===== config.mk =====
export PLATFORM = sky130hd
export DESIGN_NAME = wiscCore
export DESIGN_NICKNAME = d
export VERILOG_FILES = /design/src/logic/wiscIsaPkg.sv /design/src/logic/wiscPipePkg.sv /design/src/logic/decode.sv /design/src/logic/execute.sv /design/src/logic/fetch.sv /design/src/logic/regFile.sv /design/src/logic/wiscCore.sv
export SDC_FILE = /design/constraint.sdc
export NUM_CORES = 2
export LEC_CHECK = 0
export BUFFER_PORTS_ARGS = -buffer_cell sky130_fd_sc_hd__buf_2
export CELL_PAD_IN_SITES_DETAIL_PLACEMENT = 2
export CELL_PAD_IN_SITES_GLOBAL_PLACEMENT = 2
export CORE_MARGIN = 4
export CORE_UTILIZATION = 25
export CTS_CLUSTER_DIAMETER = 120
export CTS_CLUSTER_SIZE = 40
export DETAILED_ROUTE_END_ITERATION = 10
export PLACE_DENSITY_LB_ADDON = 0.1
export SLEW_MARGIN = 30
export SYNTH_ARGS = -nofsm -noshare
export SYNTH_HDL_FRONTEND = slang
export SYNTH_SLANG_ARGS = --single-unit

===== constraint.sdc =====
create_clock -name clk -period 7 [get_ports clk]
set_input_delay 1.4 -clock clk [delete_from_list [all_inputs] [get_ports clk]]
set_output_delay 1.4 -clock clk [all_outputs]
set_load 0.01 [all_outputs]

===== src/logic/wiscIsaPkg.sv =====
// ******************************
// Instruction set definitions: data and register types,
// opcode enumeration, the four instruction formats and
// the instruction union over one 16-bit word
// ******************************
package wiscIsaPkg;

   typedef logic [15:0] word_t;     // Data word and byte address alike
   typedef logic [2:0]  regAddr_t;  // One of R0..R7

   // Only the opcodes this core executes are named
   typedef enum logic [4:0] {
      opHalt = 5'b00000,
      opNop  = 5'b00001,
      opJ    = 5'b00100,
      opJr   = 5'b00101,
      opJal  = 5'b00110,
      opJalr = 5'b00111,
      opAddi = 5'b01000,
      opSubi = 5'b01001,
      opBeqz = 5'b01100,
      opBnez = 5'b01101,
      opBltz = 5'b01110,
      opBgez = 5'b01111,
      opLbi  = 5'b11000,
      opAluR = 5'b11011   // ADD and SUB, told apart by the function field
   } opcode_t;

   // Function field values inside opAluR
   localparam logic [1:0] funcAdd = 2'b00;
   localparam logic [1:0] funcSub = 2'b01;

   // Immediate arithmetic, five bit immediate
   typedef struct packed {
      opcode_t    opcode;
      regAddr_t   rs;
      regAddr_t   rd;
      logic [4:0] imm;
   } iFormat_t;

   // Register to register arithmetic
   typedef struct packed {
      opcode_t    opcode;
      regAddr_t   rs;
      regAddr_t   rt;
      regAddr_t   rd;
      logic [1:0] func;
   } rFormat_t;

   // Branches, LBI, JR and JALR share the eight bit immediate
   typedef struct packed {
      opcode_t    opcode;
      regAddr_t   rs;
      logic [7:0] imm;
   } bFormat_t;

   typedef struct packed {
      opcode_t     opcode;
      logic [10:0] disp;   // PC relative, counted from PC+2
   } jFormat_t;

   // One fetched word, seen through whichever format the opcode selects
   typedef union packed {
      iFormat_t i;
      rFormat_t r;
      bFormat_t b;
      jFormat_t j;
   } instr_u;

   localparam regAddr_t linkReg = 3'd7;  // JAL and JALR write their return address here

endpackage


===== src/logic/wiscPipePkg.sv =====
// ******************************
// Pipeline records: fetch to decode word, decode to
// execute operation, and the writeback request
// ******************************
package wiscPipePkg;

   import wiscIsaPkg::*;

   // What execute does with the operands
   typedef enum logic [2:0] {
      aluAdd,    // A plus B
      aluSub,    // B minus A
      aluAddI,   // A plus immediate
      aluSubI,   // Immediate minus A
      aluPass    // B unchanged, used by LBI and the links
   } aluOp_t;

   typedef struct packed {
      logic   valid;
      word_t  pc;      // Address the word came from
      instr_u instr;
   } fetchOut_t;

   typedef struct packed {
      logic     valid;
      logic     halt;
      aluOp_t   op;
      regAddr_t dest;
      logic     writes;  // Set when the instruction writes a register
      word_t    opA;     // Rs, or the HALT's own PC
      word_t    opB;     // Rt, LBI immediate or PC+2
      word_t    imm;     // Sign extended by format
   } decodeOut_t;

   typedef struct packed {
      logic     valid;
      regAddr_t addr;
      word_t    data;
   } wbReq_t;

endpackage


===== src/logic/decode.sv =====
`timescale 1ns/1ps
// ******************************
// Decode stage: register reads, immediates, branch and
// jump resolution, link and LBI data, wrong-path squash
// ******************************
module decode import wiscIsaPkg::*, wiscPipePkg::*; (
   input  logic       clk,
   input  logic       rst,
   input  fetchOut_t  fetched,
   input  wbReq_t     write,
   output logic       redirect,
   output word_t      redirectPc,
   output logic       haltSeen,
   output decodeOut_t decoded
);

   instr_u   ins;
   opcode_t  opcode;
   word_t    rsData, rtData;
   word_t    pcPlus2, immI, immB, dispJ;
   logic     inValid, squashQ, haltQ;
   logic     rsZero, rsNeg;
   logic     takeBr, isHalt, writes;
   aluOp_t   aluOp;
   regAddr_t dest;
   word_t    opA, opB, imm;

   assign ins    = fetched.instr;
   assign opcode = ins.r.opcode;    // Opcode sits in the same bits in every format

   // The slot right after a redirect is dropped here as well as in fetch
   assign inValid = fetched.valid & ~squashQ;

   regFile regs (
      .clk       (clk),
      .rst       (rst),
      .readAddr1 (ins.r.rs),
      .readAddr2 (ins.r.rt),
      .readData1 (rsData),
      .readData2 (rtData),
      .write     (write)
   );

   assign pcPlus2 = fetched.pc + 16'd2;
   assign immI    = {{11{ins.i.imm[4]}}, ins.i.imm};
   assign immB    = {{8{ins.b.imm[7]}}, ins.b.imm};
   assign dispJ   = {{5{ins.j.disp[10]}}, ins.j.disp};

   assign rsZero = (rsData == '0);
   assign rsNeg  = rsData[15];      // Sign bit decides BLTZ and BGEZ

   always_comb begin
      aluOp      = aluPass;
      dest       = ins.i.rd;
      writes     = 1'b0;
      opA        = rsData;
      opB        = rtData;
      imm        = immI;
      isHalt     = 1'b0;
      takeBr     = 1'b0;
      redirectPc = pcPlus2 + immB;   // Branch target unless a jump overrides it
      case (opcode)
         opHalt: begin
            isHalt = 1'b1;
            opA    = fetched.pc;      // Carried down so the top can report it
         end
         opAddi, opSubi: begin
            aluOp  = (opcode == opSubi) ? aluSubI : aluAddI;
            writes = 1'b1;
         end
         opLbi: begin
            dest   = ins.b.rs;        // LBI writes the register named in Rs
            writes = 1'b1;
            opB    = immB;
            imm    = immB;
         end
         opAluR: begin
            dest   = ins.r.rd;
            writes = (ins.r.func == funcAdd) || (ins.r.func == funcSub);
            aluOp  = (ins.r.func == funcSub) ? aluSub : aluAdd;
         end
         opBeqz: takeBr = rsZero;
         opBnez: takeBr = ~rsZero;
         opBltz: takeBr = rsNeg;
         opBgez: takeBr = ~rsNeg;
         opJ, opJal: begin
            takeBr     = 1'b1;
            redirectPc = pcPlus2 + dispJ;
            imm        = dispJ;
         end
         opJr, opJalr: begin
            takeBr     = 1'b1;
            redirectPc = rsData + immB;
            imm        = immB;
         end
         default: ;                   // NOP and unused opcodes do nothing
      endcase
      if ((opcode == opJal) || (opcode == opJalr)) begin
         dest   = linkReg;
         writes = 1'b1;
         opB    = pcPlus2;            // Return address goes through the ALU unchanged
      end
   end

   // HALT never steers fetch, whatever shares its slot
   assign redirect = inValid & takeBr & ~isHalt;
   assign haltSeen = haltQ | (inValid & isHalt);

   always_ff @(posedge clk) begin
      if (rst) begin
         squashQ       <= 1'b0;
         haltQ         <= 1'b0;
         decoded.valid <= 1'b0;
      end else begin
         squashQ       <= redirect;
         haltQ         <= haltSeen;   // Sticky until the next reset
         decoded.valid <= inValid;
      end

      // Payload holds through empty slots, so opA still has the HALT's PC
      if (inValid) begin
         decoded.halt   <= isHalt;
         decoded.op     <= aluOp;
         decoded.dest   <= dest;
         decoded.writes <= writes;
         decoded.opA    <= opA;
         decoded.opB    <= opB;
         decoded.imm    <= imm;
      end
   end

endmodule


===== src/logic/execute.sv =====
`timescale 1ns/1ps
// ******************************
// Execute stage: ALU, writeback request to the register
// file, registered retire record and halt flag
// ******************************
module execute import wiscIsaPkg::*, wiscPipePkg::*; (
   input  logic       clk,
   input  logic       rst,
   input  decodeOut_t decoded,
   output wbReq_t     write,
   output wbReq_t     retire,
   output logic       halted
);

   word_t srcB;
   word_t result;
   logic  useImm;

   // Immediate forms take their second operand from the immediate field
   assign useImm = (decoded.op == aluAddI) || (decoded.op == aluSubI);
   assign srcB   = useImm ? decoded.imm : decoded.opB;

   always_comb begin
      case (decoded.op)
         aluAdd, aluAddI: result = decoded.opA + srcB;
         aluSub, aluSubI: result = srcB - decoded.opA;   // WISC subtracts Rs from the other side
         default:         result = decoded.opB;          // LBI value or link address
      endcase
   end

   // Goes straight to the register file, written at the end of this cycle
   always_comb begin
      write.valid = decoded.valid & decoded.writes;
      write.addr  = decoded.dest;
      write.data  = result;
   end

   always_ff @(posedge clk) begin
      if (rst) begin
         retire.valid <= 1'b0;
         halted       <= 1'b0;
      end else begin
         retire.valid <= write.valid;    // One cycle behind the register write
         if (decoded.valid && decoded.halt) begin
            halted <= 1'b1;             // Stays set until reset
         end
      end

      retire.addr <= write.addr;
      retire.data <= write.data;
   end

endmodule


===== src/logic/fetch.sv =====
`timescale 1ns/1ps
// ******************************
// Fetch stage: PC register, instruction memory with a
// load port, redirect from decode and halt freeze
// ******************************
module fetch import wiscIsaPkg::*, wiscPipePkg::*; #(
   parameter int imemDepth = 64
) (
   input  logic      clk,
   input  logic      rst,
   input  logic      progWe,
   input  word_t     progAddr,    // Byte address, same as the PC
   input  instr_u    progInstr,
   input  logic      redirect,
   input  word_t     redirectPc,
   input  logic      haltSeen,
   output fetchOut_t fetched
);

   localparam int idxW = $clog2(imemDepth);

   instr_u          imem [imemDepth];
   word_t           pc;
   logic [idxW-1:0] fetchIdx;
   logic [idxW-1:0] progIdx;

   // Words are two bytes so bit 0 of an address never selects anything
   assign fetchIdx = pc[idxW:1];
   assign progIdx  = progAddr[idxW:1];

   // Program load port, driven while the core is held in reset
   always_ff @(posedge clk) begin
      if (progWe) begin
         imem[progIdx] <= progInstr;
      end
   end

   always_ff @(posedge clk) begin
      if (rst) begin
         pc            <= '0;     // First fetch comes from address 0
         fetched.valid <= 1'b0;
      end else if (haltSeen) begin
         // HALT sits in decode or beyond, nothing more is issued
         fetched.valid <= 1'b0;
      end else begin
         // A taken transfer in decode means the word read this cycle
         // is on the wrong path
         fetched.valid <= ~redirect;
         if (redirect) begin
            pc <= redirectPc;
         end else begin
            pc <= pc + 16'd2;
         end
      end

      // Payload follows the PC and needs no clearing
      fetched.pc    <= pc;
      fetched.instr <= imem[fetchIdx];
   end

endmodule


===== src/logic/regFile.sv =====
`timescale 1ns/1ps
// ******************************
// Register file: eight 16-bit registers, two
// asynchronous read ports, one write port with
// write-through to the readers
// ******************************
module regFile import wiscIsaPkg::*, wiscPipePkg::*; (
   input  logic     clk,
   input  logic     rst,
   input  regAddr_t readAddr1,
   input  regAddr_t readAddr2,
   output word_t    readData1,
   output word_t    readData2,
   input  wbReq_t   write
);

   word_t regs [8];

   always_ff @(posedge clk) begin
      if (rst) begin
         for (int i = 0; i < 8; i++) begin
            regs[i] <= '0;     // Every program starts from zeroed registers
         end
      end else if (write.valid) begin
         regs[write.addr] <= write.data;
      end
   end

   // Execute writes at the end of its cycle while decode already reads the
   // next instruction, so a matching address takes the data in flight
   always_comb begin
      if (write.valid && (write.addr == readAddr1)) begin
         readData1 = write.data;
      end else begin
         readData1 = regs[readAddr1];
      end
   end

   always_comb begin
      if (write.valid && (write.addr == readAddr2)) begin
         readData2 = write.data;
      end else begin
         readData2 = regs[readAddr2];
      end
   end

endmodule


===== src/logic/wiscCore.sv =====
`timescale 1ns/1ps
// ******************************
// Core top level: fetch, decode and execute wired into
// a three stage pipeline
// ******************************
module wiscCore import wiscIsaPkg::*, wiscPipePkg::*; #(
   parameter int imemDepth = 64
) (
   input  logic   clk,
   input  logic   rst,
   input  logic   progWe,
   input  word_t  progAddr,
   input  instr_u progInstr,
   output wbReq_t retire,
   output logic   halted,
   output word_t  haltPc
);

   fetchOut_t  fetchedBus;
   decodeOut_t decodedBus;
   wbReq_t     writeBus;
   logic       redirect;
   word_t      redirectPc;
   logic       haltSeen;

   fetch #(.imemDepth(imemDepth)) fetchStage (
      .clk        (clk),
      .rst        (rst),
      .progWe     (progWe),
      .progAddr   (progAddr),
      .progInstr  (progInstr),
      .redirect   (redirect),
      .redirectPc (redirectPc),
      .haltSeen   (haltSeen),
      .fetched    (fetchedBus)
   );

   decode decodeStage (
      .clk        (clk),
      .rst        (rst),
      .fetched    (fetchedBus),
      .write      (writeBus),      // Writeback from execute into the register file
      .redirect   (redirect),
      .redirectPc (redirectPc),
      .haltSeen   (haltSeen),
      .decoded    (decodedBus)
   );

   execute executeStage (
      .clk     (clk),
      .rst     (rst),
      .decoded (decodedBus),
      .write   (writeBus),
      .retire  (retire),
      .halted  (halted)
   );

   // Decode keeps the HALT's PC in operand A once nothing follows it
   assign haltPc = decodedBus.opA;

endmodule


==> results.json <==
{
  "status": "finished, final reports clean",
  "setup_violations": 0,
  "yosys_warnings": 0,
  "clk_pin_slew_ps": 120,
  "cp-startpoint": "decodeStage.decoded[32]$_DFFE_PP_",
  "critPathTopFamily": "simple AND/OR/NAND/NOR gates",
  "crit_chain": "nor3_1 -> buf_4 -> nor3b_1 -> nor2_1 -> xnor2_1 -> ha_1 -> and3_1 -> or4_1 -> o221a_1 -> or3_1 -> a31oi_1 -> mux2_2 -> a21oi_1 -> ha_1 -> or3_1 -> o21ai_0 -> a21oi_1 -> a21o_1 -> a21oi_1 -> o21ai_0 -> xnor2_1 -> a2111oi_0 -> a211oi_1",
  "grt_pass1_vias": 31000,
  "cp_slowest_stage_delay_ps": 490,
  "synthTopCellsByCount": "1,203 x edfxtp_1, 400 x mux4_2, 325 x nor2_1",
  "cts_tree": "done",
  "ant_nets": 0,
  "clk_path_buf_depth": 3,
  "postCtsSetupRepairBufs": 0,
  "viasPerCell": 4.72,
  "num_vias": 27800,
  "critical_path_arrival_ps": 6680,
  "dr.pass1.iters": 5,
  "hpwl_um": 108000,
  "synth.ff_latch_count": 1276,
  "numCtsBuffers": 46,
  "critPathLaunchType": "flop",
  "drc": 0,
  "die_area_sq_um": 223000,
  "slew-limit-headroom_pct": 31.7,
  "yosysUniqueCellTypes": 78,
  "dpl_cell_area_sq_um": 58300,
  "syn_area_per_cell_sq_um": 18.2,
  "max_slew.worst_pin.slew_ps": 1020,
  "die_y_um": 472,
  "cp_common_cell": "a21oi_1",
  "slew_viol_final": 0,
  "synth.most_common_cell": "edfxtp_1",
  "cts_root_buffer": "clkbuf_16",
  "synth_top_area_share_pct": 67.0,
  "finalSetupTns_ps": 0,
  "fin_util_pct": 27.9,
  "cp_num_buf_inv": 1,
  "cts_hold_buf": 0,
  "crit_fanout": 6,
  "num-fill-cells": 21900,
  "synthArstFlopShare_pct": 0,
  "layout-drive-gt1-share_pct": 25.6,
  "leakage_nw": 18.6,
  "synth_area_sq_um": 53900,
  "cts_resized": 0,
  "postLayoutCellArea_sq_um": 59900,
  "grt_pass1_wl_um": 244000,
  "cts_max_level": 2,
  "p_per_area_nw_per_um2": 371,
  "wl_per_cell_um": 29.4,
  "worst_setup_path_end_kind": "flop",
  "antenna_found_initial": 16,
  "nNetsFinal": 3104,
  "synth_nets": 3053,
  "overflow": 0,
  "die_w_um": 472,
  "num_io_pins": 72,
  "synthTopCellsByArea": "edfxtp_1 67%, mux4_2 17%, dfxtp_1 2.7%, nor2_1 2.3%, ha_1 1.2%",
  "gp_congestion": 0.757,
  "port_buffers": 61,
  "yosys.area.top_type": "edfxtp_1",
  "grt_usage_pct": 15.3,
  "rrSetupSlack_ps": 890,
  "fin_crit_sh_pct": 87.2,
  "ys.flop_type": "edfxtp_1",
  "synth.yosys.seq_area_share_pct": 69.7,
  "rsz0062_at_grt": "false",
  "start_util_pct": 25.1,
  "placementRows": 170,
  "hold_class": "reg2reg",
  "cp_slowest_cell": "edfxtp_1",
  "rr_startpoint": "decodeStage.decoded[32]$_DFFE_PP_",
  "finalWorstPathRequiredPeriod_ps": 6110,
  "synthCells": 2965,
  "clk_latency_ps": 760,
  "crit_required_ps": 7570,
  "core_sq_um": 215000,
  "grt_max_degree": 120,
  "worstSetupPathType": "reg2reg",
  "hp-start": "fetchStage.pc[0]$_SDFFE_PP0P_",
  "synth_edf_count": 1203,
  "numClockSinks": 1276,
  "drt_iter0_drc": 1949,
  "peakVddDrop_mv": 0.266,
  "finClkSkew_ps": 48.3,
  "fmax_mhz": 164,
  "area_growth_pct": 11.1,
  "cap_violations": 0,
  "routed_wl_um": 173000,
  "hold_viol": 0
}
-- registers in the layout, indices dropped and copies added, names as in the netlist --
register,count
decodeStage.haltQ,1
decodeStage.decoded,52
decodeStage.regs.regs,128
executeStage.retire,20
fetchStage.imem,1024
fetchStage.pc,16
decodeStage.squashQ,1
executeStage.halted,1
fetchStage.fetched,33
-- through the flow --
| step | hold slack [ps] | cells | setup WS, ps | power, mW |
|---|---|---|---|---|
| finish | 363 | 5897 | 893 | 22.2 |
| global route | 371 | 5885 | 254 | 23.5 |
| CTS | 365 | 5882 | 805 | 22.8 |
| detailed placement | 339 | 5806 | 865 | 18.8 |
| global placement | 339 | 5806 | 956 | 18.7 |
| floorplan | 326 | 2965 | 1460 | 15.1 |
-- path summary, 6_finish.rpt --
check,end,depth (start not counted)
worst max-delay path,fetchStage.pc[15]$_SDFFE_PP0N_,23
worst min-delay path,fetchStage.fetched[16]$_DFF_P_,0
worst max register to register,fetchStage.pc[15]$_SDFFE_PP0N_,23
worst min register to register,fetchStage.fetched[16]$_DFF_P_,0
-- worst reg2reg max path, cell delays in order (launching register included) --
cell and delay, ps:
edfxtp_1 490, nor3_1 260, buf_4 170, nor3b_1 360, nor2_1 110, xnor2_1 160
ha_1 380, and3_1 210, or4_1 480, o221a_1 320, or3_1 320, a31oi_1 230
mux2_2 270, a21oi_1 100, ha_1 290, or3_1 370, o21ai_0 80, a21oi_1 90
a21o_1 210, a21oi_1 230, o21ai_0 160, xnor2_1 140, a2111oi_0 460, a211oi_1 90
-- cells by family (layout without fill, tap and decap cells) --
group / count (synthesis) / in the layout / share of synthesized area [%]
other: 0 / 15 / 0
buffers and inverters: 235 / 314 / 1.86
multiplexers: 440 / 440 / 17.5
adder cells (fa/ha/maj): 53 / 53 / 1.27
XOR/XNOR: 67 / 67 / 1.09
AO/OA/AOI/OAI: 287 / 287 / 3.54
flip-flops: 1276 / 1276 / 69.7
AND/OR/NAND/NOR: 607 / 607 / 5.05
-- cell type report --
type,instances,area [sq um],share of cell area (%)
clock buffer,50,1190,1.98
tap,2838,3550,5.93
inverter,46,173,0.288
antenna,15,37.5,0.0627
sequential,1276,37600,62.8
clock inverter,26,354,0.591
timing repair buffer,192,1390,2.31
multi-input combinational,1454,15600,26.0
-- layer usage --
layer / up-vias / track usage [%] / wire length, um
li1: 12000 / - / -
met1: 15400 / 19.8 / 75700
met2: 315 / 28.1 / 90600
met3: 104 / 1.54 / 4360
met4: 6 / 2.65 / 2710
met5: - / 0 / 47
-- report_power, final --
group	internal (mW)	switching [mW]
sequential	8.87	0.625
combinational	3.64	5.19
clock	1.34	2.58
total	13.8	8.39
-- placed cells by master (no fill, tap or decap), types with 6 or more instances in the layout --
master / instances
a211oi_1: 30
a21o_1: 19
a21oi_1: 81
a31oi_1: 10
and2_1: 9
and3_1: 16
buf_12: 6
buf_2: 52
buf_4: 134
clkbuf_16: 47
dfxtp_1: 63
dfxtp_2: 6
diode_2: 15
edfxtp_1: 1203
ha_1: 50
inv_1: 43
mux2_2: 19
mux2i_1: 21
mux4_2: 400
nand2_1: 100
nand2b_1: 25
nand3_1: 28
nor2_1: 265
nor2_2: 50
nor2_4: 10
nor2b_1: 22
nor3_1: 22
nor3b_1: 8
o21ai_0: 50
o21bai_1: 7
o311ai_0: 7
or2_2: 6
or3_1: 12
xnor2_1: 39
xor2_1: 28
No activity file was read; power rests on OpenSTA's default activity.
